`src/gradient_pkg.sv`:
```
`default_nettype none

// Widths and stage payload types shared by the gradient pipeline.
package gradient_pkg;

    localparam int PIX_W   = 8;
    localparam int GRAD_W  = 10;
    localparam int ADDR_W  = 16;
    localparam int COORD_W = 8;

    typedef logic [PIX_W-1:0] pixel_t;

    // One element leaving the fetch stage.
    // Pad elements only push the last image row through the line buffer.
    typedef struct packed {
        logic               pad;
        logic [COORD_W-1:0] x;
        logic [COORD_W-1:0] y;
        pixel_t             pix;
    } pix_beat_t;

    // A pixel together with the two neighbours needed for the differences.
    typedef struct packed {
        logic [COORD_W-1:0] x;
        logic [COORD_W-1:0] y;
        pixel_t             center;
        pixel_t             right;
        pixel_t             below;
    } window_t;

    // Result word as stored in the gradient memory, with Gx in the upper half.
    typedef struct packed {
        logic signed [GRAD_W-1:0] gx;
        logic signed [GRAD_W-1:0] gy;
    } grad_t;

    typedef struct packed {
        logic [COORD_W-1:0] x;
        logic [COORD_W-1:0] y;
        grad_t              grad;
    } grad_beat_t;

endpackage

`default_nettype wire

```
`src/pixel_fetch.sv`:
```
`timescale 1ns/1ps
`default_nettype none

module pixel_fetch #(
    parameter int IMG_W = 32,
    parameter int IMG_H = 16
) (
    input  logic                             clk,
    input  logic                             reset,
    output logic                             img_rd,
    output logic [gradient_pkg::ADDR_W-1:0]  img_addr,
    input  gradient_pkg::pixel_t             img_di,
    output logic                             beat_valid,
    output gradient_pkg::pix_beat_t          beat
);
    import gradient_pkg::*;

    localparam logic [COORD_W-1:0] X_LAST = COORD_W'(IMG_W - 1);
    localparam logic [COORD_W-1:0] Y_LAST = COORD_W'(IMG_H - 1);

    typedef enum logic [1:0] {
        PH_READ,
        PH_PAD,
        PH_IDLE
    } phase_t;

    phase_t             phase;
    logic [COORD_W-1:0] cnt_x;
    logic [COORD_W-1:0] cnt_y;
    logic [ADDR_W-1:0]  rd_addr;

    // Slot presented to the image memory in the current cycle.
    logic               iss_valid;
    logic               iss_pad;
    logic [COORD_W-1:0] iss_x;
    logic [COORD_W-1:0] iss_y;

    // Same slot one cycle later, when img_di carries its pixel.
    logic               dat_valid;
    logic               dat_pad;
    logic [COORD_W-1:0] dat_x;
    logic [COORD_W-1:0] dat_y;

    assign img_rd = iss_valid & ~iss_pad;

    // Raster counter, followed by one row of pad slots and then a permanent stop.
    always_ff @(posedge clk) begin
        if (reset) begin
            phase     <= PH_READ;
            cnt_x     <= '0;
            cnt_y     <= '0;
            rd_addr   <= '0;
            iss_valid <= 1'b0;
            iss_pad   <= 1'b0;
        end else begin
            iss_valid <= (phase != PH_IDLE);
            iss_pad   <= (phase == PH_PAD);
            case (phase)
                PH_READ: begin
                    rd_addr <= rd_addr + 1'b1;
                    if (cnt_x == X_LAST) begin
                        cnt_x <= '0;
                        if (cnt_y == Y_LAST) begin
                            phase <= PH_PAD;
                        end else begin
                            cnt_y <= cnt_y + 1'b1;
                        end
                    end else begin
                        cnt_x <= cnt_x + 1'b1;
                    end
                end
                PH_PAD: begin
                    cnt_x <= cnt_x + 1'b1;
                    if (cnt_x == X_LAST) begin
                        phase <= PH_IDLE;
                    end
                end
                default: begin
                end
            endcase
        end
    end

    always_ff @(posedge clk) begin
        if (reset) begin
            dat_valid  <= 1'b0;
            beat_valid <= 1'b0;
        end else begin
            dat_valid  <= iss_valid;
            beat_valid <= dat_valid;
        end
    end

    always_ff @(posedge clk) begin
        img_addr  <= rd_addr;
        iss_x     <= cnt_x;
        iss_y     <= cnt_y;
        dat_pad   <= iss_pad;
        dat_x     <= iss_x;
        dat_y     <= iss_y;
        beat.pad  <= dat_pad;
        beat.x    <= dat_x;
        beat.y    <= dat_y;
        // No read was issued for a pad slot, so img_di is not looked at.
        beat.pix  <= dat_pad ? '0 : img_di;
    end

endmodule

`default_nettype wire

```
`src/line_window.sv`:
```
`timescale 1ns/1ps
`default_nettype none

module line_window #(
    parameter int IMG_W = 32
) (
    input  logic                      clk,
    input  logic                      reset,
    input  logic                      beat_valid,
    input  gradient_pkg::pix_beat_t   beat,
    output logic                      win_valid,
    output gradient_pkg::window_t     win
);
    import gradient_pkg::*;

    // Entry k holds the beat that arrived k+1 beats before the current one.
    // Together with the entering beat this spans IMG_W+1 raster positions.
    pix_beat_t        line_q [IMG_W];
    logic [IMG_W-1:0] fill_q;

    pix_beat_t center;
    pix_beat_t right;

    // The entering beat sits exactly one row below the oldest entry.
    assign center = line_q[IMG_W-1];
    assign right  = line_q[IMG_W-2];

    // Tracks which entries already hold a beat since reset.
    always_ff @(posedge clk) begin
        if (reset) begin
            fill_q <= '0;
        end else if (beat_valid) begin
            fill_q <= {fill_q[IMG_W-2:0], 1'b1};
        end
    end

    always_ff @(posedge clk) begin
        if (beat_valid) begin
            line_q[0] <= beat;
            for (int i = 1; i < IMG_W; i++) begin
                line_q[i] <= line_q[i-1];
            end
        end
    end

    // A window is produced only while the center is a real pixel.
    always_ff @(posedge clk) begin
        if (reset) begin
            win_valid <= 1'b0;
        end else begin
            win_valid <= beat_valid & fill_q[IMG_W-1] & ~center.pad;
        end
    end

    // In the last column the right entry is the next row's first pixel.
    // The calculate stage discards it there.
    always_ff @(posedge clk) begin
        win.x      <= center.x;
        win.y      <= center.y;
        win.center <= center.pix;
        win.right  <= right.pix;
        win.below  <= beat.pix;
    end

endmodule

`default_nettype wire

```
`src/gradient_calc.sv`:
```
`timescale 1ns/1ps
`default_nettype none

module gradient_calc #(
    parameter int IMG_W = 32,
    parameter int IMG_H = 16
) (
    input  logic                        clk,
    input  logic                        reset,
    input  logic                        win_valid,
    input  gradient_pkg::window_t       win,
    output logic                        grad_valid,
    output gradient_pkg::grad_beat_t    gbeat
);
    import gradient_pkg::*;

    localparam logic [COORD_W-1:0] X_LAST = COORD_W'(IMG_W - 1);
    localparam logic [COORD_W-1:0] Y_LAST = COORD_W'(IMG_H - 1);

    logic signed [GRAD_W-1:0] gx_raw;
    logic signed [GRAD_W-1:0] gy_raw;

    // Pixels are unsigned, so both operands widen with zeros.
    // The difference spans -255 to 255 and fits GRAD_W bits.
    assign gx_raw = $signed(GRAD_W'(win.right)) - $signed(GRAD_W'(win.center));
    assign gy_raw = $signed(GRAD_W'(win.below)) - $signed(GRAD_W'(win.center));

    always_ff @(posedge clk) begin
        if (reset) begin
            grad_valid <= 1'b0;
        end else begin
            grad_valid <= win_valid;
        end
    end

    // There is no right neighbour in the last column and none below in the last row.
    always_ff @(posedge clk) begin
        gbeat.x       <= win.x;
        gbeat.y       <= win.y;
        gbeat.grad.gx <= (win.x == X_LAST) ? '0 : gx_raw;
        gbeat.grad.gy <= (win.y == Y_LAST) ? '0 : gy_raw;
    end

endmodule

`default_nettype wire

```
`src/grad_writer.sv`:
```
`timescale 1ns/1ps
`default_nettype none

module grad_writer #(
    parameter int IMG_W = 32,
    parameter int IMG_H = 16
) (
    input  logic                             clk,
    input  logic                             reset,
    input  logic                             grad_valid,
    input  gradient_pkg::grad_beat_t         gbeat,
    output logic                             grad_wr,
    output logic [gradient_pkg::ADDR_W-1:0]  grad_addr,
    output gradient_pkg::grad_t              grad_do,
    output logic                             done
);
    import gradient_pkg::*;

    localparam logic [ADDR_W-1:0] ROW_LEN = ADDR_W'(IMG_W);
    // A full 256 by 256 frame needs one bit more than an address.
    localparam logic [ADDR_W:0]   LAST_WR = (ADDR_W + 1)'(IMG_W * IMG_H - 1);

    logic [ADDR_W-1:0] pix_addr;
    logic [ADDR_W:0]   wr_cnt;

    assign pix_addr = ADDR_W'(gbeat.y) * ROW_LEN + ADDR_W'(gbeat.x);

    always_ff @(posedge clk) begin
        grad_addr <= pix_addr;
        grad_do   <= gbeat.grad;
    end

    always_ff @(posedge clk) begin
        if (reset) begin
            grad_wr <= 1'b0;
            wr_cnt  <= '0;
            done    <= 1'b0;
        end else begin
            grad_wr <= grad_valid;
            if (grad_wr) begin
                wr_cnt <= wr_cnt + 1'b1;
            end
            // Done rises in the cycle after the final write and holds until reset.
            if (grad_wr && wr_cnt == LAST_WR) begin
                done <= 1'b1;
            end
        end
    end

endmodule

`default_nettype wire

```
`src/image_gradient_top.sv`:
```
`timescale 1ns/1ps
`default_nettype none

module image_gradient_top #(
    parameter int IMG_W = 32,
    parameter int IMG_H = 16
) (
    input  logic                             clk,
    input  logic                             reset,
    output logic                             img_rd,
    output logic [gradient_pkg::ADDR_W-1:0]  img_addr,
    input  gradient_pkg::pixel_t             img_di,
    output logic                             grad_wr,
    output logic [gradient_pkg::ADDR_W-1:0]  grad_addr,
    output gradient_pkg::grad_t              grad_do,
    output logic                             done
);
    import gradient_pkg::*;

    logic       beat_valid;
    pix_beat_t  beat;
    logic       win_valid;
    window_t    win;
    logic       grad_valid;
    grad_beat_t gbeat;

    // Fetch, line window, calculate and write, one element per cycle throughout.
    pixel_fetch #(
        .IMG_W(IMG_W),
        .IMG_H(IMG_H)
    ) u_fetch (
        .clk        (clk),
        .reset      (reset),
        .img_rd     (img_rd),
        .img_addr   (img_addr),
        .img_di     (img_di),
        .beat_valid (beat_valid),
        .beat       (beat)
    );

    line_window #(
        .IMG_W(IMG_W)
    ) u_window (
        .clk        (clk),
        .reset      (reset),
        .beat_valid (beat_valid),
        .beat       (beat),
        .win_valid  (win_valid),
        .win        (win)
    );

    gradient_calc #(
        .IMG_W(IMG_W),
        .IMG_H(IMG_H)
    ) u_calc (
        .clk        (clk),
        .reset      (reset),
        .win_valid  (win_valid),
        .win        (win),
        .grad_valid (grad_valid),
        .gbeat      (gbeat)
    );

    grad_writer #(
        .IMG_W(IMG_W),
        .IMG_H(IMG_H)
    ) u_writer (
        .clk        (clk),
        .reset      (reset),
        .grad_valid (grad_valid),
        .gbeat      (gbeat),
        .grad_wr    (grad_wr),
        .grad_addr  (grad_addr),
        .grad_do    (grad_do),
        .done       (done)
    );

endmodule

`default_nettype wire

```
`config.mk`:
```
export PLATFORM = sky130hd
export DESIGN_NAME = image_gradient_top
export DESIGN_NICKNAME = d
export VERILOG_FILES = /design/src/gradient_pkg.sv /design/src/pixel_fetch.sv /design/src/line_window.sv /design/src/gradient_calc.sv /design/src/grad_writer.sv /design/src/image_gradient_top.sv
export SDC_FILE = /design/constraint.sdc
export NUM_CORES = 1
export LEC_CHECK = 0
export BUFFER_PORTS_ARGS = -buffer_cell sky130_fd_sc_hd__buf_2
export CORE_MARGIN = 2
export CORE_UTILIZATION = 58
export DETAILED_ROUTE_END_ITERATION = 12
export PLACE_DENSITY = 0.8
export SLEW_MARGIN = 20
export SYNTH_ARGS = -nofsm -noshare
export SYNTH_HDL_FRONTEND = slang
export SYNTH_HIERARCHICAL = 1
export SYNTH_SLANG_ARGS = --single-unit
```
`constraint.sdc`:
```
create_clock -name clk -period 24.5 [get_ports clk]
set_clock_uncertainty 0.1 [all_clocks]
set_input_delay 1.225 -clock clk [delete_from_list [all_inputs] [get_ports clk]]
set_output_delay 1.225 -clock clk [all_outputs]
set_load 0.05 [all_outputs]
```
==> results of run 1 <==
[layer usage]
metal,vias to the layer above,global-route usage
met5,-,0
met1,6367,0.208
met4,0,0.0463
met2,286,0.271
met3,76,0.0373
li1,6012,-
[critical path, delay by kind of cell (launching register included)]
family   cells  cell delay [ns]
buf+inv      4             2.74
flops        1             0.93
[cells by family after synthesis]
family          Yosys count  share of synthesized area
fa+ha+maj                26                     0.0107
simple gates            227                     0.0364
flops                  1073                      0.908
xor+xnor                 36                    0.00971
mux                      35                     0.0108
other cells               1                   0.000116
compound gates           77                     0.0162
buf+inv                  39                    0.00752
[how the worst min path moves through the flow]
| stage | start | end | slack [ns] |
|---|---|---|---|
| 6_report | u_fetch/iss_y[5] | u_fetch/dat_y[5] | 0.22 |
| 5_1_grt | u_fetch/iss_y[5] | u_fetch/dat_y[5] | 0.22 |
| 4_1_cts | u_fetch/iss_y[5] | u_fetch/dat_y[5] | 0.22 |
| 3_5_place_dp | u_fetch/dat_y[3] | u_fetch/beat[11] | 0.21 |
| 3_3_place_gp | u_fetch/iss_y[6] | u_fetch/dat_y[6] | 0.21 |
| 2_1_floorplan | u_fetch/dat_y[2] | u_fetch/beat[10] | 0.21 |
[registers in the layout, summed over array words and instances, names as in the netlist, 17 cells and up]
| register | flops |
|---|---|
| u_calc/gbeat | 34 |
| u_writer/grad_do | 20 |
| u_fetch/beat | 25 |
| u_window/fill_q | 32 |
| u_window/win | 40 |
| u_writer/wr_cnt | 17 |
| u_window/line_q | 800 |
[where the power goes]
part	leakage [nW]	internal, mW	total, mW	switching, mW
sequential	9.60	1.99	2.01	0.0177
clock	1.41	0.762	1.38	0.620
combinational	1.32	0.0133	0.0600	0.0468
[metrics by stage]
step                      instances  instance area [sq um]
after floorplan                1515                  32500
final                          2488                  36500
after global placement         2309                  33600
after CTS                      2486                  36500
after detailed placement       2309                  33600
after global routing           2488                  36500
[cells in the final DEF, fill, tap and decap left out, types with 3 or more instances in the layout]
cell / n
a211oi_1: 3
a21o_1: 5
a21oi_1: 21
and3_1: 6
and4_1: 3
buf_12: 3
buf_2: 62
buf_4: 5
clkbuf_1: 30
clkbuf_16: 96
clkbuf_8: 5
clkinv_1: 16
clkinv_2: 18
clkinvlp_4: 3
dfxtp_1: 272
edfxtp_1: 800
fa_1: 3
ha_1: 23
inv_1: 16
inv_6: 4
mux2i_1: 34
nand2_1: 27
nand3_1: 10
nand4_1: 16
nor2_1: 84
nor2b_1: 20
nor3_1: 18
o21a_1: 11
o21ai_0: 18
o31a_1: 4
o31ai_1: 5
or3_1: 12
or4_1: 10
xnor2_1: 11
xor2_1: 25
[cells in the mapped netlist (4+ instances only)]
cell      number  share of area
dfxtp_1      273           0.17
o31a_1         4         0.0011
nand3_1       10         0.0015
o21a_1        11         0.0025
nor2_1        84         0.0097
ha_1          23         0.0089
and3_1         6         0.0012
xor2_1        25         0.0067
nor2b_1       20         0.0039
o31ai_1        5         0.0012
nand4_1       16         0.0031
edfxtp_1     800           0.74
nor3_1        18         0.0028
inv_1         16         0.0019
a21o_1         5         0.0012
a21oi_1       21         0.0032
nand2_1       27         0.0031
or3_1         12         0.0023
buf_4          4        0.00093
clkbuf_1       7        0.00081
or4_1         10         0.0023
o21ai_0       18         0.0028
buf_6          4         0.0014
xnor2_1       11         0.0030
mux2i_1       34          0.010
[area by class of cell]
class	count	area [sq um]	share of cell area
flip-flops and latches	1073	29500	0.807
multi-input cells	403	2730	0.0748
clock buffers	131	2580	0.0707
well taps	748	936	0.0256
repair buffers	71	435	0.0119
clock inverters	46	297	0.00812
inverters	16	60.1	0.00164
==> impl_metrics.py, run 1 <==
metrics = {
    "final_layout": {
        "final_core_util": 0.662,
        "syn_to_final_growth_pct": 12.6,
        "post_route_cells_drive_above_1_share": 0.127,
        "nFillCells": 3373,
        "nets": 1695,
        "antenna_cells": 0,
    },
    "global_route": {
        "grt_pass1_wl_um": 71000,
        "grt.overflow.total": 0,
        "grt_pass1_vias": 13200,
        "grt_use_total": 0.159,
        "antenna_found_initial": 1,
        "grt_max_degree": 217,
    },
    "worst_setup_path": {
        "rr_worst_depth": 4,
        "critical_path_class": "flip-flop to flip-flop",
        "critPathMaxFanout": 154,
        "path_cells": "buf_4 -> buf_4 -> buf_12 -> buf_16",
        "cp.required_ns": 24.65,
        "r2r-end": "u_window/line_q[1][369]",
        "cpMostUsedCell": "buf_4",
        "rrSetupSlack_ns": 20.10,
        "worstPathArrival_ns": 4.55,
        "crit_path_end_kind": "flip-flop",
        "setup.worst_path.start_class": "flip-flop",
        "cp-endpoint": "u_window/line_q[1][369]",
        "max_stage_delay_ns": 0.94,
        "crit_path_start": "u_fetch/beat_valid",
        "crit_path_top_delay_cell": "buf_4",
        "r2r_start": "u_fetch/beat_valid",
    },
    "logic_synthesis": {
        "ys_seq_elements": 1073,
        "yosysWarnings": 6,
        "async_flop_share": 0,
        "seq_area_frac_synth": 0.908,
        "syn_area_sq_um": 32500,
        "syn_area_per_cell_sq_um": 21.4,
        "synth_edf_count": 800,
        "ys.flop_type": "edfxtp_1",
        "yosys.cell_types.count": 57,
        "synth_cells": 1514,
    },
    "placed_design": {
        "dp_hpwl_um": 21100,
        "place_ws_ns": 20.17,
        "gp_congestion": 0.782,
        "portBuffers": 62,
    },
    "clock_tree": {
        "h-tree-depth": 3,
        "cts_made_buffers": 94,
        "insertion_delay_ns": 0.63,
        "root_buffer": "clkbuf_16",
        "hold_buffers": 0,
        "cts_tree": "done",
        "path_clk_slew_ns": 0.06,
        "cts_max_path_buffers": 3,
        "cts.repair.resized": 0,
        "post_cts_buffers": 0,
        "clkSinkCount": 1073,
    },
    "power": {
        "ir_drop_uv": 75.2,
        "power_density_nw_per_um2": 94.5,
        "leakage_nw": 12.3,
        "power_mw": 3.45,
    },
    "sta": {
        "fin_hold_ws_ns": 0.221,
        "max_freq_mhz": 227,
        "maxSlewViolCount": 0,
        "setup_viol": 0,
        "fin_ws_ns": 20.10,
        "rsz0062_at_grt": "no",
        "setup_tns_ns": 0,
        "tightest_slew_ns": 1.09,
        "relSlewSlack": 0.272,
        "min_period_ns": 4.40,
        "hold_viol": 0,
        "period_share": 0.180,
    },
    "drt": {
        "wl_met3_um": 1840,
        "wl_met2_um": 22800,
        "drt_first_iter_violations": 1023,
        "drtAntennaViolNets": 0,
        "wl_per_cell_um": 17.9,
        "post-route-drc-count": 0,
        "dr.pass1.iters": 5,
        "vias_per_cell": 5.12,
        "wirelength_um": 44700,
        "wl_met1_um": 19200,
        "vias": 12700,
        "top_layer_used": "met4",
    },
    "die": {
        "ioPinCount": 65,
        "dieArea_sq_um": 57900,
        "row_count": 86,
        "die_x_um": 241,
        "coreArea_sq_um": 55200,
        "initial_core_util": 0.588,
        "dieHeight_um": 241,
    },
    "flow_run": {
        "drv_cap": 0,
    },
    "hold_path": {
        "hold_depth": 0,
        "holdCritPathClass": "flip-flop to flip-flop",
    },
    "status": {
        "status": "complete, no violations",
    },
}
(Power assumes the default switching activity.)
==> inputs of run 2 (changes only) <==
==> constraint.sdc (replaced) <==
create_clock -name clk -period 4.5 [get_ports clk]
set_clock_uncertainty 0.1 [all_clocks]
set_input_delay 0.225 -clock clk [delete_from_list [all_inputs] [get_ports clk]]
set_output_delay 0.225 -clock clk [all_outputs]
set_load 0.05 [all_outputs]
==> impl_metrics.py, run 2 (synthesis results as in run 1) <==
metrics = {
    "status": {
        "status": "complete, no violations",
    },
    "worst_setup_path": {
        "critical_path_class": "flip-flop to flip-flop",
        "path_cells": "ha_1 -> nor4bb_1 -> nand4_1 -> or3_1 -> a21oi_1",
        "cp.required_ns": 4.94,
        "max_stage_delay_ns": 0.84,
        "rr_worst_depth": 5,
        "r2r_start": "u_fetch/rd_addr[0]",
        "r2r-end": "u_fetch/rd_addr[12]",
        "crit_path_end_kind": "flip-flop",
        "worstPathArrival_ns": 2.99,
        "crit_family": "simple AND/OR/NAND/NOR gates",
        "critPathMaxFanout": 5,
        "setup.worst_path.start_class": "flip-flop",
        "path_buf_inv": 0,
        "rrSetupSlack_ns": 1.95,
        "crit_path_start": "u_fetch/rd_addr[0]",
        "crit_path_top_delay_cell": "nor4bb_1",
    },
    "drt": {
        "vias_per_cell": 5.19,
        "wl_met3_um": 2080,
        "post-route-drc-count": 0,
        "drtAntennaViolNets": 0,
        "top_layer_used": "met4",
        "dr.pass1.iters": 5,
        "wl_met2_um": 22400,
        "vias": 12900,
        "wirelength_um": 44800,
        "wl_met1_um": 18900,
        "wl_per_cell_um": 18.0,
        "drt_first_iter_violations": 1163,
    },
    "sta": {
        "maxSlewViolCount": 0,
        "max_freq_mhz": 392,
        "setup_viol": 0,
        "period_share": 0.567,
        "relSlewSlack": 0.347,
        "min_period_ns": 2.55,
        "rsz0062_at_grt": "no",
        "tightest_slew_ns": 0.967,
        "hold_viol": 0,
    },
    "placed_design": {
        "placed_area_sq_um": 33700,
        "dp_hpwl_um": 21400,
        "gp_congestion": 0.823,
        "portBuffers": 62,
    },
    "final_layout": {
        "layout_common_cells": "edfxtp_1 (800), dfxtp_1 (272), clkbuf_16 (97), nor2_1 (84), buf_2 (62)",
        "largest_register_ffs": 800,
        "nets": 1700,
        "post_route_cells_drive_above_1_share": 0.130,
        "syn_to_final_growth_pct": 13.3,
        "final_cell_area_sq_um": 36800,
        "largest-register": "u_window/line_q",
        "layout_commonest_cell": "edfxtp_1",
        "reg_top3": "u_window/line_q: 800 flops, u_window/win: 40 flops, u_calc/gbeat: 34 flops",
    },
    "power": {
        "p_sw_frac": 0.193,
        "p_int_mw": 15.4,
        "leakage_nw": 12.4,
        "p_clk_frac": 0.409,
        "p_comb_frac": 0.018,
        "ir_drop_uv": 376,
        "switchingPower_mw": 3.67,
        "power_density_nw_per_um2": 519,
        "seqPwrFrac": 0.573,
        "power_mw": 19.1,
    },
    "global_route": {
        "grt_pass1_wl_um": 70100,
        "antenna_found_initial": 2,
        "grt_pass1_vias": 13100,
        "grt_max_degree": 156,
        "grt.overflow.total": 0,
        "grt_use_total": 0.158,
    },
    "die": {
        "dieHeight_um": 241,
        "ioPinCount": 65,
        "initial_core_util": 0.588,
        "row_count": 86,
        "coreArea_sq_um": 55200,
        "die_x_um": 241,
        "dieArea_sq_um": 57900,
    },
    "clock_tree": {
        "cts.repair.resized": 0,
        "cts_tree": "done",
        "insertion_delay_ns": 0.63,
        "cts_max_path_buffers": 3,
        "h-tree-depth": 3,
        "path_clk_slew_ns": 0.06,
        "cts_made_buffers": 92,
        "root_buffer": "clkbuf_16",
        "clkSinkCount": 1073,
    },
    "hold_path": {
        "hold_depth": 2,
        "hold_start": "reset",
        "holdCritPathClass": "input port to flip-flop",
        "hold_path_end": "u_fetch/cnt_x[2]",
    },
    "flow_run": {
        "drv_cap": 0,
    },
}
-- run 2: changes by cell type in the layout (fill, tap and decap cells not counted), sizes merged --
| cell | previous run | this run |
|---|---|---|
| clkbuf | 131 | 134 |
| clkinv | 35 | 24 |
| dlygate4sd3 | 0 | 8 |
| buf | 71 | 70 |
| inv | 22 | 19 |
| bufinv | 2 | 6 |
| diode | 0 | 2 |
-- run 2: worst register-to-register path, delay by kind of cell, from the launching register on --
family	cells	cell delay (ns)
fa+ha+maj	1	0.21
flops	1	0.40
compound gates	1	0.18
simple gates	3	1.58
-- run 2: power by group through the flow --
stage	Combinational [mW]	Sequential (mW)	Clock, mW
2_1_floorplan	0.101	11.3	0
3_3_place_gp	0.313	11.1	0
3_5_place_dp	0.327	11.1	0
4_1_cts	0.339	10.9	8.02
5_1_grt	0.365	11.0	8.35
6_report	0.338	10.9	7.80
-- run 2: through the flow --
stage,worst slack (ns),setup TNS [ns],cells,util,hold slack (ns)
2_1_floorplan,-2.17,-1509.53,1515,-,0.197
4_1_cts,2.01,0,2488,0.666,0.0471
5_1_grt,1.90,0,2488,0.666,0.118
3_3_place_gp,2.19,0,2310,0.610,0.211
6_report,1.95,0,2490,0.666,0.0881
3_5_place_dp,2.14,0,2310,0.610,0.212
-- run 2: area by class of cell --
class / instances / area [sq um]
antenna: 2 / 5.00
clock buffer: 134 / 2680
clock inverter: 36 / 339
fill: 3317 / 18400
inverter: 16 / 60.1
multi-input combinational: 403 / 2730
sequential: 1073 / 29500
tap: 748 / 936
timing repair buffer: 78 / 526
-- run 2: worst max-delay path by stage --
stage / end / slack (ns) / cells after the start
final: u_fetch/rd_addr[12] / 1.95 / 5
after CTS: u_fetch/rd_addr[12] / 2.01 / 5
after detailed placement: u_fetch/rd_addr[15] / 2.14 / 4
after floorplan: u_window/fill_q[11] / -2.17 / 4
after global routing: u_fetch/rd_addr[12] / 1.90 / 5
after global placement: u_fetch/rd_addr[15] / 2.19 / 4
-- run 2: routing by layer --
layer / GRT usage / vias to the layer above
met2: 0.265 / 341
met1: 0.203 / 6465
met5: 0 / -
met3: 0.0373 / 110
met4: 0.0608 / 0
li1: - / 6016
-- run 2: what timing repair did --
item / 4_1_cts / 5_1_grt
endpoints found under the setup margin: 0 / 0
hold endpoints to repair: 8 / 0
hold buffers: 8 / 0
setup buffers: 0 / 0
